File: src/saturn_bus_pkg.sv
/*
 * shared definitions for the nibble bus controller
 *   list depth and pointer width, register addresses
 *   program entry, bus output, register write and phase structs
 */

package saturn_bus_pkg;

    // ========================================================================
    // sizes and addresses
    // ========================================================================

    localparam int PROG_DEPTH = 32;        // queued nibbles held by the list
    localparam int PROG_AW    = 5;         // list pointer width

    localparam logic [1:0] REG_NO_READ = 2'd0;   // read-inhibit register
    localparam logic [1:0] REG_CLR_ERR = 2'd1;   // write strobe clears error

    // ========================================================================
    // structs
    // ========================================================================

    // one entry of the program list
    typedef struct packed {
        logic       cmd;                   // 1 = command nibble, 0 = data
        logic [3:0] nibble;
    } prog_entry_t;

    // what the controller drives onto the nibble bus
    typedef struct packed {
        logic       strobe;                // bus strobe enable, one step wide
        logic       is_data;               // high for data and read cycles
        logic [3:0] nibble;
    } bus_out_t;

    // register write port from the core side
    typedef struct packed {
        logic       wr;                    // write strobe
        logic [1:0] addr;
        logic       data;
    } reg_wr_t;

    // bus phase state, broadcast from the phase generator
    typedef struct packed {
        logic [3:0]  phases;               // one-hot, 0001 -> 1000
        logic [1:0]  idx;                  // phase index 0..3
        logic [31:0] cycle_ctr;            // full bus cycles done
        logic        step;                 // phase advances on this clock
    } phase_t;

endpackage

File: src/saturn_phase_gen.sv
/*
 * four-phase bus clock generator
 * rotates the one-hot phases on each step and counts bus cycles
 */

`timescale 1ns/1ps

module saturn_phase_gen import saturn_bus_pkg::*; (
    input  logic   i_clk,
    input  logic   i_reset,
    input  logic   i_clk_en,
    input  logic   i_hold,                 // debug hold or halt
    output phase_t o_phase
);

    logic [3:0]  phases;
    logic [1:0]  idx;
    logic [31:0] cycle_ctr;
    logic        step;

    assign step = i_clk_en && !i_hold;     // frozen while held

    always_ff @(posedge i_clk) begin
        if (i_reset) begin
            phases    <= 4'b0001;
            idx       <= 2'd0;
            cycle_ctr <= 32'd0;
        end else if (step) begin
            phases <= {phases[2:0], phases[3]};  // rotate left
            idx    <= idx + 2'd1;                // wraps with the phases
            if (phases[3])
                cycle_ctr <= cycle_ctr + 32'd1;  // one full cycle done
        end
    end

    assign o_phase = '{phases: phases, idx: idx, cycle_ctr: cycle_ctr, step: step};

    // one-hot and in step with the index at all times
    a_phase_onehot: assert property (@(posedge i_clk) disable iff (i_reset)
        $onehot(phases) && (phases == (4'b0001 << idx)));

endmodule

File: src/saturn_prog_list.sv
/*
 * program list: ring of queued command/data nibbles
 * write and read pointers with an occupancy count, overflow pulse
 */

`timescale 1ns/1ps

module saturn_prog_list import saturn_bus_pkg::*; (
    input  logic        i_clk,
    input  logic        i_reset,
    input  logic        i_wr,
    input  prog_entry_t i_wr_entry,
    input  logic        i_pop,
    output prog_entry_t o_head,
    output logic        o_pending,
    output logic        o_overflow
);

    prog_entry_t        mem [PROG_DEPTH];
    logic [PROG_AW-1:0] wr_ptr;
    logic [PROG_AW-1:0] rd_ptr;
    logic [PROG_AW:0]   count;             // one bit wider, tells full from empty
    logic               full;
    logic               wr_ok;

    assign full       = (count == (PROG_AW+1)'(PROG_DEPTH));
    assign wr_ok      = i_wr && !full;
    assign o_overflow = i_wr && full;      // write dropped this clock

    // entry storage
    always_ff @(posedge i_clk) begin
        if (wr_ok)
            mem[wr_ptr] <= i_wr_entry;
    end

    always_ff @(posedge i_clk) begin
        if (i_reset) begin
            wr_ptr <= '0;
            rd_ptr <= '0;
            count  <= '0;
        end else begin
            if (wr_ok)
                wr_ptr <= wr_ptr + 1'b1;   // wraps at depth
            if (i_pop)
                rd_ptr <= rd_ptr + 1'b1;
            case ({wr_ok, i_pop})
                2'b10:   count <= count + 1'b1;
                2'b01:   count <= count - 1'b1;
                default: count <= count;   // both or neither
            endcase
        end
    end

    // pointers are equal when full too, so look at the count
    assign o_pending = (count != '0);
    assign o_head    = mem[rd_ptr];

    // the sequencer only pops what is there
    a_no_pop_empty: assert property (@(posedge i_clk) disable iff (i_reset)
        i_pop |-> o_pending);

endmodule

File: src/saturn_bus_regs.sv
/*
 * bus control registers
 * read-inhibit level and sticky overflow error driving halt
 */

`timescale 1ns/1ps

module saturn_bus_regs import saturn_bus_pkg::*; (
    input  logic    i_clk,
    input  logic    i_reset,
    input  reg_wr_t i_reg_wr,
    input  logic    i_overflow,            // from the program list
    output logic    o_no_read,
    output logic    o_halt
);

    logic no_read;
    logic error;
    logic clr_err;

    // error clear is a strobe, data bit ignored
    assign clr_err = i_reg_wr.wr && (i_reg_wr.addr == REG_CLR_ERR);

    // ========================================================================
    // no-read register
    // ========================================================================

    always_ff @(posedge i_clk) begin
        if (i_reset)
            no_read <= 1'b0;
        else if (i_reg_wr.wr && (i_reg_wr.addr == REG_NO_READ))
            no_read <= i_reg_wr.data;
    end

    // ========================================================================
    // sticky error
    // ========================================================================

    always_ff @(posedge i_clk) begin
        if (i_reset)
            error <= 1'b0;
        else if (i_overflow)
            error <= 1'b1;                 // set beats clear
        else if (clr_err)
            error <= 1'b0;
    end

    assign o_no_read = no_read;
    assign o_halt    = error;              // bus stops while in error

endmodule

File: src/saturn_bus_sequencer.sv
/*
 * bus cycle engine
 * sends queued nibbles or runs a read in phase 0001, ends the strobe and
 * captures read data in phase 0010, drops busy in phase 0100
 */

`timescale 1ns/1ps

module saturn_bus_sequencer import saturn_bus_pkg::*; (
    input  logic        i_clk,
    input  logic        i_reset,
    input  phase_t      i_phase,
    input  prog_entry_t i_head,
    input  logic        i_pending,
    input  logic        i_no_read,
    input  logic [3:0]  i_bus_nibble,
    output logic        o_pop,
    output bus_out_t    o_bus,
    output logic        o_rd_valid,
    output logic [3:0]  o_rd_nibble
    ,
    output logic        o_busy
);

    bus_out_t   bus;
    logic       rd_cycle;                  // current bus cycle is a read
    logic       rd_valid;
    logic [3:0] rd_nibble;
    logic       busy;

    // pop the head on the first phase of a cycle
    assign o_pop = i_phase.step && i_phase.phases[0] && i_pending;

    // ========================================================================
    // per-phase cycle engine
    // ========================================================================

    always_ff @(posedge i_clk) begin
        if (i_reset) begin
            bus      <= '0;
            rd_cycle <= 1'b0;
            rd_valid <= 1'b0;
            busy     <= 1'b1;              // busy until list seen empty
        end else begin
            rd_valid <= 1'b0;              // single clock pulse
            if (i_phase.step) begin
                case (i_phase.phases)
                    4'b0001: begin
                        if (i_pending) begin
                            bus.strobe  <= 1'b1;
                            bus.is_data <= !i_head.cmd;
                            bus.nibble  <= i_head.nibble;
                            busy        <= 1'b1;
                            rd_cycle    <= 1'b0;
                        end else if (!i_no_read) begin
                            // read cycle, nibble left as it was
                            bus.strobe  <= 1'b1;
                            bus.is_data <= 1'b1;
                            rd_cycle    <= 1'b1;
                        end else begin
                            rd_cycle    <= 1'b0;   // idle cycle
                        end
                    end
                    4'b0010: begin
                        bus.strobe <= 1'b0;
                        if (rd_cycle) begin
                            rd_valid <= 1'b1;      // data sampled below
                            rd_cycle <= 1'b0;
                        end
                    end
                    4'b0100: begin
                        if (!i_pending)
                            busy <= 1'b0;          // everything sent
                    end
                    4'b1000: ;                     // nothing on the bus
                    default: ;
                endcase
            end
        end
    end

    // read data register
    always_ff @(posedge i_clk) begin
        if (i_phase.step && i_phase.phases[1] && rd_cycle)
            rd_nibble <= i_bus_nibble;
    end

    assign o_bus       = bus;
    assign o_rd_valid  = rd_valid;
    assign o_rd_nibble = rd_nibble;
    assign o_busy      = busy;

    // strobe is dropped by the step after the one that raised it
    a_strobe_one_step: assert property (@(posedge i_clk) disable iff (i_reset)
        (bus.strobe && i_phase.step) |=> !bus.strobe);

endmodule

File: src/saturn_bus_top.sv
/*
 * nibble bus controller subsystem
 * phase generator, program list, control registers and bus sequencer
 */

`timescale 1ns/1ps

module saturn_bus_top import saturn_bus_pkg::*; (
    input  logic        i_clk,
    input  logic        i_reset,
    input  logic        i_clk_en,
    input  logic        i_debug_hold,      // debugger freezes the bus
    input  logic        i_prog_wr,         // queue one entry
    input  prog_entry_t i_prog_entry,
    input  reg_wr_t     i_reg_wr,
    input  logic [3:0]  i_bus_nibble,
    output bus_out_t    o_bus,
    output logic        o_rd_valid,
    output logic [3:0]  o_rd_nibble,
    output logic        o_busy,
    output logic        o_halt,
    output logic [31:0] o_cycle_ctr
);

    phase_t      phase;
    prog_entry_t head;
    logic        pending;
    logic        overflow;
    logic        pop;
    logic        no_read;
    logic        halt;
    wire         phase_hold = i_debug_hold || halt;   // either one stops the phases

    // ========================================================================
    // instances
    // ========================================================================

    saturn_phase_gen u_phase_gen (
        .i_clk    (i_clk),
        .i_reset  (i_reset),
        .i_clk_en (i_clk_en),
        .i_hold   (phase_hold),
        .o_phase  (phase)
    );

    saturn_prog_list u_prog_list (
        .i_clk      (i_clk),
        .i_reset    (i_reset),
        .i_wr       (i_prog_wr),
        .i_wr_entry (i_prog_entry),
        .i_pop      (pop),
        .o_head     (head),
        .o_pending  (pending),
        .o_overflow (overflow)
    );

    saturn_bus_regs u_bus_regs (
        .i_clk      (i_clk),
        .i_reset    (i_reset),
        .i_reg_wr   (i_reg_wr),
        .i_overflow (overflow),
        .o_no_read  (no_read),
        .o_halt     (halt)
    );

    saturn_bus_sequencer u_sequencer (
        .i_clk        (i_clk),
        .i_reset      (i_reset),
        .i_phase      (phase),
        .i_head       (head),
        .i_pending    (pending),
        .i_no_read    (no_read),
        .i_bus_nibble (i_bus_nibble),
        .o_pop        (pop),
        .o_bus        (o_bus),
        .o_rd_valid   (o_rd_valid),
        .o_rd_nibble  (o_rd_nibble),
        .o_busy       (o_busy)
    );

    assign o_halt      = halt;
    assign o_cycle_ctr = phase.cycle_ctr;

endmodule

File: config.mk
export PLATFORM = sky130hd
export DESIGN_NAME = saturn_bus_top
export DESIGN_NICKNAME = d
export VERILOG_FILES = /design/src/saturn_bus_pkg.sv /design/src/saturn_phase_gen.sv /design/src/saturn_prog_list.sv /design/src/saturn_bus_regs.sv /design/src/saturn_bus_sequencer.sv /design/src/saturn_bus_top.sv
export SDC_FILE = /design/constraint.sdc
export NUM_CORES = 1
export LEC_CHECK = 0
export ABC_AREA = 1
export BUFFER_PORTS_ARGS = -buffer_cell sky130_fd_sc_hd__buf_2
export CORE_ASPECT_RATIO = 1.75
export CORE_MARGIN = 3
export CORE_UTILIZATION = 40
export CTS_CLUSTER_DIAMETER = 200
export DETAILED_ROUTE_END_ITERATION = 8
export HOLD_SLACK_MARGIN = 0.1
export PLACE_DENSITY = 0.63
export REMOVE_ABC_BUFFERS = 1
export SLEW_MARGIN = 5
export SYNTH_ARGS = -nofsm -noshare
export SYNTH_HDL_FRONTEND = slang
export SYNTH_SLANG_ARGS = --single-unit
File: constraint.sdc
create_clock -name i_clk -period 3.02 [get_ports i_clk]
set_input_delay 0.604 -clock i_clk [delete_from_list [all_inputs] [get_ports i_clk]]
set_output_delay 0.604 -clock i_clk [all_outputs]
set_load 0.01 [all_outputs]
==> results.md, run 1 <==
* Fraction of registers with async set/reset at 0%
* Setup Viol. Count Final at 0
* First-pass GRT wire length at 40200 um
* DRC viols at 0
* Syn avg cell area at 10.3 um^2
* Core Area at 0.0249 mm^2
* Clk_lat worst skew at 510 ps
* Final Hold Vio Count at 0
* Slew headroom at 41.8%
* Flop2flop setup slack at 770 ps
* HP Class: input pin to flip-flop
* WHS Path Cells at 1
* Top-count cell post-synth: nor2_1
* CP Capture Type: flip-flop
* Area growth from synthesis to layout at 11.8%
* GRT overflow at 0
* Worst reg2reg startpoint: u_prog_list.count[3]$_SDFFE_PP0P_
* H-tree depth at 1
* Slowest stage delay, CP at 750 ps
* Die Width at 127 um
* Root buffer cell: clkbuf_16
* Largest net degree at the start of global routing at 81
* DP Wirelength at 17600 um
* Min-delay src: i_bus_nibble[1]
* CP required at 3150 ps
* DIE AREA at 0.0276 mm^2
* #FFs+latches synth at 232
* GR Util All Layers at 18.5%
* TritonCTS clock tree: built
* Clock Skew at 16.4 ps
* Postcts setup bufs at 0
* Worst slew pin tran at 867 ps
* Synth top cells by count: nor2_1 (187), edfxtp_1 (164), o21ai_0 (106)
* CTS max path bufs at 3
* Final Slew Violations at 0
* Setup WS pre-CTS at 535 ps
* CTS resizes at 0
* Final min period at 2250 ps
* Yosys warning count at 0
* Setup TNS Final at 0 ps
* Lkg Pwr at 4.06 nW
* Critical path cell sequence: nor2_2, nand3_1, nand2_2, inv_2, nand2_1, nor3_1
* Reg2reg end: u_prog_list.mem[31][3]$_DFFE_PP_
* Detail Route Antenna Nets at 0
* Post-synthesis sequential area ratio at 61.4%
* Final net count at 1051
* Vias in the first global route at 7386
* Post-Layout Cell Count at 1353
* Share of cells above drive strength 1 at 14.9%
* Pwr/cell area at 668 mW/mm^2
* DIE HEIGHT at 218 um
* Placed Instances at 1313
* Hold Path End: u_sequencer.o_rd_nibble[1]$_DFFE_PP_
* Largest fanout on the critical path at 11
* Setup ws final at 768 ps
* R2R depth at 6
* WS Path Type: flip-flop to flip-flop
* Yosys top cell area share at 48.1%
* Antenna cell count at 0
* Number of unique standard cell types used by synthesis at 42
* Hold-fix buffers, CTS at 0
* Worst VDD drop at 0.358 mV
* Worst hold slack at 281 ps
* Outcome: complete, no violations
* Clk sink count at 232
* Post-synth design cell area at 0.0102 mm^2
* Number of synthesized flops with an enable pin at 164
* Drt first-iter violations at 566
* Fin crit share at 74.6%
* Port Buffers at 62
* Gpl congestion at 0.908
* TritonCTS Buffers at 22
* Area leader, netlist: edfxtp_1
* Top cells by area, synth: edfxtp_1 (48%), dfxtp_1 (13%), nor2_1 (6.9%), o21ai_0 (5.2%), nand2_1 (3.1%)
* RSZ-0062 raised after global routing: no
* Critical path arrival at 2380 ps
* Clock Pin Slew Worst Setup and Hold Paths at 70 ps
* Max Cap Viol at 0
* Crit path max-delay cell type: nor3_1
* Initial Util at 41.1%
* Routed vias at 7332
* IO Count at 63
* Startpoint Class: flip-flop
* Vias per cell at 5.42
* Final wirelength at 25800 um
* Most used DFF post-synth: edfxtp_1
* Wire per inst at 19.1 um
* Pre-Repair DR Iteration Count at 4
* Initial antenna violation count at 0
* Highest clock rate at 0.444 GHz
* Gate Count Post-Synth at 998
* Core Rows at 76
[logic make-up (layout without fill, tap and decap cells)]
group                      Yosys count  after routing  synth area share, %
xor gates and xnor gates            19             19                 1.62
adders and majority gates            8              8                0.977
DFF                                232            232                 61.4
buffers and inverters              144            187                 6.69
and+or+nand+nor                    396            396                 18.1
AOI/OAI and AO/OA                  199            199                 11.3
[through the flow]
step                      cell area (um^2)  power [W]  utilization (%)
after detailed placement             10600    0.00462             42.7
after CTS                            11500    0.00771             46.0
after global placement               10600    0.00461             42.7
after global routing                 11500    0.00796             46.0
after floorplan                       9830    0.00425                -
final                                11500    0.00765             46.0
[critical path, delay by kind of cell, from the launching register on]
family,cells,cell delay [ps]
and+or+nand+nor,5,1300
DFF,1,440
buffers and inverters,1,120
[state kept, by name (all words and copies together), names as in the netlist, named ones only]
| signal | count |
|---|---|
| u_phase_gen.phases | 4 |
| u_phase_gen.cycle_ctr | 32 |
| u_sequencer.o_bus | 6 |
| u_sequencer.rd_cycle | 1 |
| u_bus_regs.o_no_read | 1 |
| u_bus_regs.o_halt | 1 |
| u_prog_list.wr_ptr | 5 |
| u_prog_list.rd_ptr | 5 |
| u_sequencer.o_rd_valid | 1 |
| u_sequencer.o_rd_nibble | 4 |
| u_prog_list.mem | 160 |
| u_sequencer.o_busy | 1 |
| u_prog_list.count | 6 |
[layer usage]
metal	vias up	wire [um]	track usage (%)
met3	83	1140	2.30
met4	0	1430	9.99
met1	3487	9250	19.8
met5	-	0	0
li1	3517	-	-
met2	245	14000	34.6
[cell type report]
class                   count  area, um^2
flip-flops and latches    232        6290
repair buffers             74         413
well taps                 312         390
clock inverters             9         180
inverters                  73         274
multi-input cells         622        3270
clock buffers              31         636
fillers                  2334       13500
[cell usage in the layout, fill, tap and decap left out, types with 16 or more instances in the layout]
| master | count |
|---|---|
| a21oi_1 | 41 |
| buf_2 | 62 |
| clkbuf_16 | 23 |
| dfxtp_1 | 67 |
| edfxtp_1 | 164 |
| inv_1 | 63 |
| nand2_1 | 85 |
| nand3_1 | 54 |
| nor2_1 | 187 |
| o21ai_0 | 106 |
| o221ai_1 | 27 |
| xor2_1 | 16 |
[where the power goes]
group / leakage (nW) / total [W] / internal [W] / switching (W)
registers: 2.03 / 0.00356 / 0.00349 / 0.0000718
clock network: 0.400 / 0.00310 / 0.00191 / 0.00119
logic: 1.63 / 0.000991 / 0.000302 / 0.000689
[worst max path at each step]
stage	start	endpoint	slack, ps	cells past startpoint
2_1_floorplan	flip-flop	u_sequencer.o_bus[0]$_SDFFE_PP0P_	40	9
3_3_place_gp	i_debug_hold	u_prog_list.count[5]$_SDFFE_PP0P_	610	13
3_5_place_dp	i_debug_hold	u_prog_list.count[5]$_SDFFE_PP0P_	540	13
4_1_cts	u_prog_list.count[3]$_SDFFE_PP0P_	u_prog_list.mem[31][3]$_DFFE_PP_	790	6
5_1_grt	u_prog_list.count[0]$_SDFFE_PP0P_	u_prog_list.mem[31][3]$_DFFE_PP_	540	6
6_report	u_prog_list.count[3]$_SDFFE_PP0P_	u_prog_list.mem[31][3]$_DFFE_PP_	770	6
Note: power is estimated with default switching activity, not from simulation.
==> inputs of run 2 (changes only) <==
==> constraint.sdc (replaced) <==
create_clock -name i_clk -period 2.2 [get_ports i_clk]
set_input_delay 0.44 -clock i_clk [delete_from_list [all_inputs] [get_ports i_clk]]
set_output_delay 0.44 -clock i_clk [all_outputs]
set_load 0.01 [all_outputs]
==> run 2 against run 1 <==
Cell count rose by 3.7%. First-iteration DRC count fell by 16%. Power rose by 32%. Sequential share of layout area fell by 1.5 points. Clock skew rose by 1.3 ps.
==> results.md, run 2 (same netlist as run 1, synthesis figures left out) <==
* Top flop regs: u_prog_list.mem x160, u_phase_gen.cycle_ctr x32
* Routed vias at 7467
* TritonCTS clock tree: built
* HP Class: input pin to flip-flop
* Setup TNS Final at 0 ps
* Largest net degree at the start of global routing at 61
* Vias per cell at 5.32
* Vias in the first global route at 7608
* Crit path max-delay cell type: dfxtp_1
* Fin crit share at 94.9%
* DP Wirelength at 18300 um
* CP required at 2600 ps
* Clock power share at 36.7%
* Final Hold Vio Count at 0
* P_sw at 0.00275 W
* CTS max path bufs at 3
* H-tree depth at 1
* Final Slew Violations at 0
* Wire per inst at 18.9 um
* Hold Path End: u_sequencer.o_rd_nibble[0]$_DFFE_PP_
* Clock Pin Slew Worst Setup and Hold Paths at 60 ps
* Worst VDD drop at 0.506 mV
* Final wirelength at 26600 um
* Antenna cell count at 0
* Switch share at 27.2%
* Final net count at 1101
* Die Width at 127 um
* DRC viols at 0
* Placed Instances at 1357
* Largest register FFs at 160
* Share of cells above drive strength 1 at 19.1%
* WHS Path Cells at 1
* Core Area at 0.0249 mm^2
* Most frequent CP cell: xor2_1
* Detail Route Antenna Nets at 0
* Root buffer cell: clkbuf_16
* Commonest non-fill, non-tap cell in the layout: nor2_1
* GRT overflow at 0
* Gpl congestion at 0.911
* Core Rows at 76
* Lkg Pwr at 4.26 nW
* Clk sink count at 232
* TritonCTS Buffers at 23
* R2R depth at 11
* CP Capture Type: flip-flop
* Highest clock rate at 0.479 GHz
* Biggest register: u_prog_list.mem
* Drt first-iter violations at 475
* Final min period at 2090 ps
* Max Cap Viol at 0
* Critical path arrival at 2490 ps
* Outcome: complete, no violations
* DIE HEIGHT at 218 um
* Clock Skew at 17.7 ps
* Worst slew pin tran at 714 ps
* Slew headroom at 52.4%
* Pwr/cell area at 859 mW/mm^2
* Slowest stage delay, CP at 450 ps
* Int Pwr at 0.00737 W
* Initial Util at 41.1%
* RSZ-0062 raised after global routing: no
* Reg2reg end: u_prog_list.count[2]$_SDFFE_PP0P_
* Flop2flop setup slack at 110 ps
* Clk_lat worst skew at 510 ps
* Combinational share of power at 15.0%
* Initial antenna violation count at 0
* Post-Layout Cell Count at 1403
* Worst reg2reg startpoint: u_prog_list.count[2]$_SDFFE_PP0P_
* Area growth from synthesis to layout at 15.0%
* Largest fanout on the critical path at 4
* Startpoint Class: flip-flop
* WS Path Type: flip-flop to flip-flop
* GR Util All Layers at 19.2%
* CP Launch Point: u_prog_list.count[2]$_SDFFE_PP0P_
* Most frequent cells in the layout: nor2_1 (186), edfxtp_1 (164), o21ai_0 (106), nand2_1 (85), dfxtp_1 (67)
* Setup Viol. Count Final at 0
* Min-delay src: i_bus_nibble[0]
* Port Buffers at 62
* First-pass GRT wire length at 41200 um
* Sequential Power Share at 48.3%
* IO Count at 63
* Pre-Repair DR Iteration Count at 5
* DIE AREA at 0.0276 mm^2
* Critical path cell sequence: nor2_2, buf_4, nand3_1, nand2_2, ha_2, xor2_1, ha_1, o21bai_2, xor2_1, o21ai_0, inv_1
-- run 2: worst max-delay path by stage --
stage	slack, ps	endpoint	cells after the start
after floorplan	-780	u_sequencer.o_bus[0]$_SDFFE_PP0P_	9
after global placement	70	u_prog_list.count[5]$_SDFFE_PP0P_	13
after detailed placement	50	u_prog_list.count[5]$_SDFFE_PP0P_	13
after CTS	90	u_prog_list.count[5]$_SDFFE_PP0P_	14
after global routing	8	u_prog_list.count[2]$_SDFFE_PP0P_	11
final	110	u_prog_list.count[2]$_SDFFE_PP0P_	11
-- run 2: per-stage QoR --
step,worst slack (ps),utilization [%],instance area (um^2),hold WS [ps],total power [W]
3_5_place_dp,47.4,44.2,11000,461,0.00643
2_1_floorplan,-779,-,9830,443,0.00584
4_1_cts,87.5,47.1,11700,110,0.0102
5_1_grt,7.97,47.3,11800,101,0.0106
6_report,113,47.3,11800,119,0.0101
3_3_place_gp,67.0,44.2,11000,453,0.00641
-- run 2: area by class of cell --
class,count,area [um^2]
fill,2345,13100
sequential,232,6290
multi-input combinational,622,3300
timing repair buffer,123,826
clock buffer,30,632
tap,312,390
inverter,73,274
clock inverter,11,72.6
-- run 2: per-layer routing --
| metal | track usage [%] | vias up | wire length [um] |
|---|---|---|---|
| met3 | 2.03 | 78 | 1020 |
| li1 | - | 3601 | - |
| met1 | 19.7 | 3568 | 9440 |
| met5 | 0 | - | 0 |
| met2 | 36.9 | 220 | 14600 |
| met4 | 10.8 | 0 | 1490 |
-- run 2: repair_timing --
action,in CTS,in global routing
endpoints found under the setup margin,0,3
resized for setup,0,5
buffers inserted,0,2
hold endpoints to repair,3,0
hold buffers,3,0
-- run 2: power by group through the flow --
| stage | Combinational (W) | Clock (W) | Sequential (W) |
|---|---|---|---|
| 2_1_floorplan | 0.000811 | 0 | 0.00503 |
| 3_3_place_gp | 0.00144 | 0 | 0.00497 |
| 3_5_place_dp | 0.00146 | 0 | 0.00497 |
| 4_1_cts | 0.00147 | 0.00381 | 0.00488 |
| 5_1_grt | 0.00169 | 0.00398 | 0.00490 |
| 6_report | 0.00151 | 0.00371 | 0.00489 |
-- run 2: critical path, delay by kind of cell, from the launching register on --
kind,cells,cell delay (ps)
XOR/XNOR,2,300
adder cells (fa/ha/maj),2,390
AO/OA/AOI/OAI,2,400
AND/OR/NAND/NOR,3,230
buffers and inverters,2,210
flip-flops,1,450
